===== src/distribute_in_macros.svh =====
`ifndef DISTRIBUTE_IN_MACROS_SVH
`define DISTRIBUTE_IN_MACROS_SVH

// activation side
`define DIST_NUM_ACT_IN 4        // activation ports, one fifo each
`define DIST_GROUP_SIZE 4        // lanes per activation group
`define DIST_DATA_WIDTH 8        // bits per lane or per weight

// output side
// also the number of weights in one row
`define DIST_NUM_OUT 4

// configuration counters
`define DIST_ITER_BITS 16        // iteration count width
`define DIST_READS_BITS 16       // reads per iteration width

// input buffering
`define DIST_FIFO_SLOTS 4        // depth of every input fifo

// derived word widths
`define DIST_GROUP_BITS (`DIST_GROUP_SIZE * `DIST_DATA_WIDTH)   // one activation group
`define DIST_ROW_BITS (`DIST_NUM_OUT * `DIST_DATA_WIDTH)        // one weight row

`endif


===== src/distribute_pkg.sv =====
`default_nettype none

`include "distribute_in_macros.svh"

package distribute_pkg;

  // distribution mode, picked at configure time
  typedef enum logic {
    MODE_BROADCAST = 1'b0,   // port 0 copied to every output
    MODE_DIRECT    = 1'b1    // port i to output i
  } conf_mode_e;

  // one group of lanes from an activation port
  typedef logic [`DIST_GROUP_BITS-1:0] act_group_t;

  // one weight per output, lane 0 in the low byte
  typedef logic [`DIST_ROW_BITS-1:0] weight_row_t;

  // iteration count as loaded by configure
  typedef logic [`DIST_ITER_BITS-1:0] iter_cnt_t;

  // reads per iteration as loaded by configure
  typedef logic [`DIST_READS_BITS-1:0] read_cnt_t;

endpackage

`default_nettype wire


===== src/iter_if.sv =====
`timescale 1ns/100ps
`default_nettype none

// link between the iteration register block and the dispatch logic
interface iter_if
  import distribute_pkg::*;
();

  conf_mode_e mode;        // registered mode
  logic       enabled;     // still reads left in the run
  logic       first_read;  // on read 1 of the current iteration
  logic       fire;        // a read happens this cycle

  // register side, owns the counters
  modport cfg (
    output mode,
    output enabled,
    output first_read,
    input  fire
  );

  // read decision side
  modport disp (
    input  mode,
    input  enabled,
    input  first_read,
    output fire
  );

endinterface

`default_nettype wire


===== src/dist_fifo.sv =====
`timescale 1ns/100ps
`default_nettype none

`include "distribute_in_macros.svh"

// first word fall through, head visible while not empty
module dist_fifo #(
  parameter int WIDTH = 32
) (
  input  logic             clk,
  input  logic             rst,
  input  logic             write,        // push on this edge
  input  logic [WIDTH-1:0] write_data,
  output logic             full,
  output logic             almost_full,  // one slot left
  output logic [WIDTH-1:0] read_data,    // oldest entry
  input  logic             next_read,    // pop on this edge
  output logic             empty
);

  localparam int PTR_BITS = $clog2(`DIST_FIFO_SLOTS);
  localparam int CNT_BITS = $clog2(`DIST_FIFO_SLOTS + 1);

  logic [WIDTH-1:0]    mem [`DIST_FIFO_SLOTS];
  logic [PTR_BITS-1:0] wr_ptr;
  logic [PTR_BITS-1:0] rd_ptr;
  logic [CNT_BITS-1:0] count;   // entries held
  logic                do_write;
  logic                do_read;

  assign do_write = write & ~full;       // overflow is dropped
  assign do_read  = next_read & ~empty;

  // storage
  always_ff @(posedge clk) begin
    if (do_write) mem[wr_ptr] <= write_data;
  end

  assign read_data = mem[rd_ptr];

  // pointers and occupancy
  always_ff @(posedge clk) begin
    if (!rst) begin
      wr_ptr <= '0;
      rd_ptr <= '0;
      count  <= '0;
    end else begin
      if (do_write) begin
        if (wr_ptr == PTR_BITS'(`DIST_FIFO_SLOTS - 1)) wr_ptr <= '0;   // wrap
        else wr_ptr <= wr_ptr + 1'b1;
      end
      if (do_read) begin
        if (rd_ptr == PTR_BITS'(`DIST_FIFO_SLOTS - 1)) rd_ptr <= '0;
        else rd_ptr <= rd_ptr + 1'b1;
      end
      case ({do_write, do_read})
        2'b10:   count <= count + 1'b1;
        2'b01:   count <= count - 1'b1;
        default: count <= count;   // both or neither
      endcase
    end
  end

  assign full        = (count == CNT_BITS'(`DIST_FIFO_SLOTS));
  assign almost_full = (count == CNT_BITS'(`DIST_FIFO_SLOTS - 1));
  assign empty       = (count == '0);

  // the writer is supposed to watch avail upstream
  no_write_when_full: assert property (@(posedge clk) disable iff (!rst) !(write && full))
    else $error("dist_fifo write while full");

  // dispatch only pops fifos it saw non-empty
  no_pop_when_empty: assert property (@(posedge clk) disable iff (!rst) !(next_read && empty))
    else $error("dist_fifo pop while empty");

endmodule

`default_nettype wire


===== src/iter_config.sv =====
`timescale 1ns/100ps
`default_nettype none

// mode register plus iteration and read down counters
module iter_config
  import distribute_pkg::*;
(
  input  logic       clk,
  input  logic       rst,
  input  logic       configure,   // load pulse
  input  conf_mode_e conf_mode,
  input  iter_cnt_t  num_iters,   // must not be zero
  input  read_cnt_t  num_reads,   // must not be zero
  iter_if.cfg        cfg
);

  conf_mode_e mode_q;
  logic       enabled_q;
  iter_cnt_t  iters_left;     // iterations still to run, current one included
  read_cnt_t  reads_left;     // reads still to do in this iteration
  read_cnt_t  reads_reload;   // copy of num_reads for the next iteration
  logic       last_read;
  logic       last_iter;

  assign last_read = (reads_left == read_cnt_t'(1));
  assign last_iter = (iters_left == iter_cnt_t'(1));

  always_ff @(posedge clk) begin
    if (!rst) begin
      mode_q       <= MODE_BROADCAST;
      enabled_q    <= 1'b0;
      iters_left   <= '0;
      reads_left   <= '0;
      reads_reload <= '0;
    end else if (configure) begin
      // configure wins over a read in the same cycle
      mode_q       <= conf_mode;
      enabled_q    <= 1'b1;
      iters_left   <= num_iters;
      reads_left   <= num_reads;
      reads_reload <= num_reads;
    end else if (cfg.fire) begin
      if (last_read) begin
        reads_left <= reads_reload;   // rearm for next iteration
        if (last_iter) begin
          enabled_q <= 1'b0;          // run finished
        end else begin
          iters_left <= iters_left - 1'b1;
        end
      end else begin
        reads_left <= reads_left - 1'b1;
      end
    end
  end

  assign cfg.mode       = mode_q;
  assign cfg.enabled    = enabled_q;
  // full read budget left means nothing consumed yet
  assign cfg.first_read = enabled_q & (reads_left == reads_reload);

  // a zero count would never reach the last read
  nonzero_counts: assert property (
    @(posedge clk) disable iff (!rst)
    configure |-> (num_iters != '0) && (num_reads != '0)
  ) else $error("iter_config configure with a zero count");

endmodule

`default_nettype wire


===== src/dispatch_ctrl.sv =====
`timescale 1ns/100ps
`default_nettype none

`include "distribute_in_macros.svh"

// read decision and output steering, purely combinational
module dispatch_ctrl
  import distribute_pkg::*;
(
  iter_if.disp                        disp,
  input  act_group_t                  act_head [`DIST_NUM_ACT_IN],   // fifo heads
  input  logic [`DIST_NUM_ACT_IN-1:0] act_empty,
  input  weight_row_t                 weight_head,
  input  logic                        weight_empty,
  input  logic [`DIST_NUM_OUT-1:0]    out_avail,
  input  logic [`DIST_NUM_OUT-1:0]    weight_out_avail,
  output logic [`DIST_NUM_ACT_IN-1:0] act_pop,
  output logic                        weight_pop,
  output act_group_t                  out_data [`DIST_NUM_OUT],
  output logic [`DIST_NUM_OUT-1:0]    out_valid,
  output weight_row_t                 weight_data,
  output logic [`DIST_NUM_OUT-1:0]    weight_out_valid
);

  logic                        direct;        // mode 1 decoded
  logic [`DIST_NUM_ACT_IN-1:0] act_need;      // fifos taking part in a read
  logic                        act_ready;
  logic                        outs_ready;
  logic                        weight_ready;
  logic                        fire_w;

  assign direct = (disp.mode == MODE_DIRECT);

  // broadcast only looks at fifo 0
  assign act_need = direct ? {`DIST_NUM_ACT_IN{1'b1}} : `DIST_NUM_ACT_IN'(1);

  assign act_ready = ~|(act_need & act_empty);   // every needed head present

  // every output must take the group, none may miss it
  assign outs_ready = &out_avail;

  // weight path only matters on the first read
  assign weight_ready = ~weight_empty & (&weight_out_avail);

  assign fire_w = disp.enabled & outs_ready & act_ready &
                  (~disp.first_read | weight_ready);

  assign disp.fire = fire_w;

  // pops
  assign act_pop    = {`DIST_NUM_ACT_IN{fire_w}} & act_need;
  assign weight_pop = fire_w & disp.first_read;

  // steering, direct mode relies on one port per output
  for (genvar i = 0; i < `DIST_NUM_OUT; i++) begin : g_steer
    assign out_data[i] = direct ? act_head[i] : act_head[0];
  end

  assign out_valid        = {`DIST_NUM_OUT{fire_w}};
  assign weight_data      = weight_head;   // fifo head, qualified by valid
  assign weight_out_valid = {`DIST_NUM_OUT{weight_pop}};

endmodule

`default_nettype wire


===== src/distribute_in.sv =====
`timescale 1ns/100ps
`default_nettype none

`include "distribute_in_macros.svh"

// activation and weight distributor, flat ports
module distribute_in
  import distribute_pkg::*;
(
  input  logic                                         clk,
  input  logic                                         rst,

  // configuration
  input  logic                                         configure,
  input  conf_mode_e                                   conf_mode,
  input  iter_cnt_t                                    num_iters,
  input  read_cnt_t                                    num_reads,

  // activation inputs, port i in group slot i
  input  logic [`DIST_NUM_ACT_IN*`DIST_GROUP_BITS-1:0] act_data,
  input  logic [`DIST_NUM_ACT_IN-1:0]                  act_valid,
  output logic [`DIST_NUM_ACT_IN-1:0]                  act_avail,

  // weight row input
  input  logic [`DIST_ROW_BITS-1:0]                    weight_data_in,
  input  logic                                         weight_valid,
  output logic                                         weight_avail,

  // activation outputs
  output logic [`DIST_NUM_OUT*`DIST_GROUP_BITS-1:0]    out_data,
  output logic [`DIST_NUM_OUT-1:0]                     out_valid,
  input  logic [`DIST_NUM_OUT-1:0]                     out_avail,

  // weight outputs, same row to every output
  output logic [`DIST_ROW_BITS-1:0]                    weight_out_data,
  output logic [`DIST_NUM_OUT-1:0]                     weight_out_valid,
  input  logic [`DIST_NUM_OUT-1:0]                     weight_out_avail
);

  act_group_t                  act_head [`DIST_NUM_ACT_IN];   // fifo heads
  logic [`DIST_NUM_ACT_IN-1:0] act_full;
  logic [`DIST_NUM_ACT_IN-1:0] act_almost_full;
  logic [`DIST_NUM_ACT_IN-1:0] act_empty;
  logic [`DIST_NUM_ACT_IN-1:0] act_pop;

  weight_row_t weight_head;
  logic        weight_full;
  logic        weight_almost_full;
  logic        weight_empty;
  logic        weight_pop;

  act_group_t out_grp [`DIST_NUM_OUT];   // steered groups before packing

  iter_if iter_bus ();

  // one fifo per activation port
  for (genvar i = 0; i < `DIST_NUM_ACT_IN; i++) begin : g_act
    dist_fifo #(
      .WIDTH       ($bits(act_group_t))
    ) u_act_fifo (
      .clk         (clk),
      .rst         (rst),
      .write       (act_valid[i]),
      .write_data  (act_data[i*`DIST_GROUP_BITS +: `DIST_GROUP_BITS]),
      .full        (act_full[i]),
      .almost_full (act_almost_full[i]),
      .read_data   (act_head[i]),
      .next_read   (act_pop[i]),
      .empty       (act_empty[i])
    );

    // keeps a slot spare for a write already in flight
    assign act_avail[i] = ~act_full[i] & ~act_almost_full[i];
  end

  // all weight rows share one fifo
  dist_fifo #(
    .WIDTH       ($bits(weight_row_t))
  ) u_weight_fifo (
    .clk         (clk),
    .rst         (rst),
    .write       (weight_valid),
    .write_data  (weight_data_in),
    .full        (weight_full),
    .almost_full (weight_almost_full),
    .read_data   (weight_head),
    .next_read   (weight_pop),
    .empty       (weight_empty)
  );

  assign weight_avail = ~weight_full & ~weight_almost_full;

  iter_config u_iter_config (
    .clk       (clk),
    .rst       (rst),
    .configure (configure),
    .conf_mode (conf_mode),
    .num_iters (num_iters),
    .num_reads (num_reads),
    .cfg       (iter_bus.cfg)
  );

  dispatch_ctrl u_dispatch_ctrl (
    .disp             (iter_bus.disp),
    .act_head         (act_head),
    .act_empty        (act_empty),
    .weight_head      (weight_head),
    .weight_empty     (weight_empty),
    .out_avail        (out_avail),
    .weight_out_avail (weight_out_avail),
    .act_pop          (act_pop),
    .weight_pop       (weight_pop),
    .out_data         (out_grp),
    .out_valid        (out_valid),
    .weight_data      (weight_out_data),
    .weight_out_valid (weight_out_valid)
  );

  // pack steered groups back into the flat bus
  for (genvar i = 0; i < `DIST_NUM_OUT; i++) begin : g_out
    assign out_data[i*`DIST_GROUP_BITS +: `DIST_GROUP_BITS] = out_grp[i];
  end

endmodule

`default_nettype wire


===== config.mk =====
export PLATFORM = sky130hd
export DESIGN_NAME = distribute_in
export DESIGN_NICKNAME = d
export VERILOG_FILES = /design/src/distribute_pkg.sv /design/src/iter_if.sv /design/src/dist_fifo.sv /design/src/iter_config.sv /design/src/dispatch_ctrl.sv /design/src/distribute_in.sv
export VERILOG_INCLUDE_DIRS = /design/src /design/src/src
export SDC_FILE = /design/constraint.sdc
export NUM_CORES = 1
export LEC_CHECK = 0
export ABC_AREA = 1
export ABC_CLOCK_PERIOD_IN_PS = 2770
export BUFFER_PORTS_ARGS = -buffer_cell sky130_fd_sc_hd__buf_2
export CORE_UTILIZATION = 58
export CTS_CLUSTER_DIAMETER = 60
export DETAILED_ROUTE_END_ITERATION = 16
export PLACE_DENSITY = 0.8
export SLEW_MARGIN = 0
export SYNTH_ARGS = -nofsm -noshare
export SYNTH_HDL_FRONTEND = slang
export SYNTH_SLANG_ARGS = --single-unit

===== constraint.sdc =====
create_clock -name clk -period 2.77 [get_ports clk]
set_input_delay 0.277 -clock clk [delete_from_list [all_inputs] [get_ports clk]]
set_output_delay 0.277 -clock clk [all_outputs]
set_load 0.01 [all_outputs]

==> results.json <==
{
  "end_kind": "output port",
  "synth_commonest_cells": "640 x edfxtp_1, 515 x nand2_1, 258 x a21oi_1, 214 x nor2_1, 189 x o21ai_0",
  "fin_worst_skew_ns": 0.02442,
  "setup_viol": 11,
  "cpPeakStageDelay_ns": 0.37,
  "drv_slew": 0,
  "drc_errors": 0,
  "numCtsBuffers": 77,
  "io_pins": 382,
  "clk_pin_slew_ns": 0.07,
  "synth_top_area_share_pct": 63.78,
  "grt_max_degree": 98,
  "required_ns": 2.49,
  "insertion_delay_ns": 0.62,
  "holdWs_ns": 0.03151,
  "fill_cells": 3229,
  "grt-busiest-layer": "met2",
  "failed_checks": "setup timing",
  "start_util_pct": 58.73,
  "slowest_stage": "dfxtp_1",
  "rsz0062_at_grt": "true",
  "overflow": 0,
  "vias": 23050,
  "dp_hpwl_um": 54280,
  "die_w_um": 229.9,
  "use_met1_pct": 42.25,
  "grt_pass1_vias": 22690,
  "clk_path_buf_depth": 3,
  "synth-seq-area-share_pct": 70.10,
  "drt-pass1-iter-count": 8,
  "cts_tree": "done",
  "crit_chain": "inv_1, buf_4, o21ai_0, o22ai_1, nand2_1, nand2_1, buf_2",
  "yosysUniqueCellTypes": 51,
  "antenna_found_initial": 14,
  "cts-root-buf": "clkbuf_16",
  "place_congestion": 0.8720,
  "via_per_inst": 5.976,
  "yosysMostFrequentCell": "edfxtp_1",
  "max_cap_violations": 0,
  "syn_inst": 2530,
  "ir_worst_vdd_uv": 477.0,
  "drt_iter0_markers": 2779,
  "hold_viol_final": 0,
  "drive_gt1_share_pct": 21.97,
  "io_buffers": 381,
  "yosys.area.top_type": "edfxtp_1",
  "grt_usage_pct": 33.52,
  "grt_pass1_wl_um": 132700,
  "synth-seq-cells": 735,
  "syn_to_final_growth_pct": 24.94,
  "p_leak_nw": 14.55,
  "drt-total-wl_um": 89950,
  "start_kind": "flip-flop",
  "synth_ff_type": "edfxtp_1",
  "syn_nets": 2776,
  "critPathMaxFanout": 18,
  "finalInstanceArea_mm2": 0.03764,
  "grtUsageMet2_pct": 53.74,
  "fp-row-count": 83,
  "critical_path_arrival_ns": 2.59,
  "core_mm2": 0.05130,
  "fin_nets": 3347,
  "crit_top_cell": "nand2_1",
  "status": "finished with violations",
  "fin_crit_sh_pct": 103.4,
  "fin_tns_setup_ns": -0.3716,
  "htreeDepth": 3,
  "die_h_um": 229.9,
  "max_clock_freq_mhz": 349.0,
  "critPathKind": "reg -> out",
  "relSlewSlack_pct": 53.91,
  "synth.avg_cell_area_um2": 11.91,
  "period_needed_ns": 2.865,
  "clock-sinks": 735,
  "power.density_mw_per_mm2": 687.0,
  "worstMarginPinSlew_ns": 0.6914,
  "syn_area_mm2": 0.03013,
  "setup_ws_ns": -0.09499,
  "synth_area_leaders": "edfxtp_1 64%, nand2_1 6.4%, dfxtp_1 6.3%, a21oi_1 4.3%, a221o_1 3.2%",
  "detail_route.wl_per_cell_um": 23.33,
  "synth_edf_count": 640,
  "async_reset_ff_share_pct": 0,
  "ys_warn_count": 0,
  "dpl_cell_area_mm2": 0.03299,
  "hold_path_class": "in -> reg",
  "detail-route-antenna-nets": 0,
  "use_met3_pct": 8.495,
  "die_area_mm2": 0.05286
}
-- stage by stage --
stage               total power, W  setup slack [ns]  util (%)  std cells
global route               0.02658          -0.08883     73.35       3851
CTS                        0.02577         -0.005884     73.03       3840
detailed placement         0.01524            0.2148     64.30       3515
global placement           0.01517            0.1459     64.30       3515
floorplan                  0.01412            0.2660         -       2530
finish                     0.02586          -0.09499     73.38       3856
-- cell usage in the layout (no fill, tap or decap), types with 64 or more instances in the layout --
cell type / n
inv_1: 101
buf_4: 64
dfxtp_1: 87
nand2_1: 488
a21oi_1: 258
a221o_1: 96
dlygate4sd3_1: 182
o21ai_0: 188
nor2_1: 192
edfxtp_1: 640
clkbuf_16: 78
buf_2: 381
-- repair_timing --
action                                 in CTS  in global routing
setup buffers                               1                  3
pin swaps                                   0                  3
endpoints found under the hold margin     670                  0
hold buffers                              182                  0
cloned                                      0                  1
setup endpoints to repair                  90                 85
gates resized for setup                    23                 28
-- worst paths after layout --
kind	cells after the start	to	slack, ns	from
setup / recovery	7	out_data[119]	-0.09	flip-flop
hold / removal	5	u_iter_config.iters_left[13]	0.03	num_iters[13]
setup reg to reg	13	g_act[0].u_act_fifo.count[2]	0.25	g_act[3].u_act_fifo.count[0]
hold reg to reg	1	u_weight_fifo.count[0]	0.47	u_weight_fifo.count[0]
-- power breakdown --
| group | leakage [nW] | switching (W) | internal, W |
|---|---|---|---|
| registers | 6.66 | 0.000188 | 0.0126 |
| clock network | 1.25 | 0.00435 | 0.00617 |
| logic | 6.63 | 0.00167 | 0.000898 |
| total | 14.5 | 0.00621 | 0.0197 |
-- critical path: cells and delay by family, from the launching register on --
| family | cells | cell delay (ns) |
|---|---|---|
| AO/OA/AOI/OAI | 2 | 0.37 |
| flip-flops | 1 | 0.37 |
| buffers and inverters | 3 | 0.67 |
| AND/OR/NAND/NOR | 2 | 0.55 |
-- cell type report --
type	count	area, µm²	share of cell area (%)
Timing Repair Buffer	638	4415	11.73
Inverter	124	475.5	1.263
Sequential cell	735	21130	56.14
Multi-Input combinational cell	1525	8158	21.67
Tap cell	680	850.8	2.260
Clock buffer	97	2062	5.478
Clock inverter	45	519.2	1.379
Antenna cell	12	30.03	0.07977
-- kinds of logic after synthesis --
family,share of synthesized area [%]
flip-flops,70.10
AND/OR/NAND/NOR,10.92
buffers and inverters,3.588
XOR/XNOR,0.4319
adder cells (fa/ha/maj),1.661
AO/OA/AOI/OAI,13.31
-- sequential cells by signal (all words and copies together), names as in the netlist, named ones only --
register	flops
g_act.u_act_fifo.count	12
g_act.u_act_fifo.mem	512
g_act.u_act_fifo.rd_ptr	8
g_act.u_act_fifo.wr_ptr	8
u_iter_config.cfg.enabled	1
u_iter_config.cfg.mode	1
u_iter_config.iters_left	16
u_iter_config.reads_left	16
u_iter_config.reads_reload	16
u_weight_fifo.count	3
u_weight_fifo.mem	128
u_weight_fifo.rd_ptr	2
u_weight_fifo.wr_ptr	2
-- routing by layer --
layer / vias up / share of wire, %
met4: 12 / 5.0
met2: 1355 / 48
met3: 266 / 10
met5: - / 0.070
li1: 10310 / -
met1: 11100 / 36
Power figures use the tool's default switching activity.
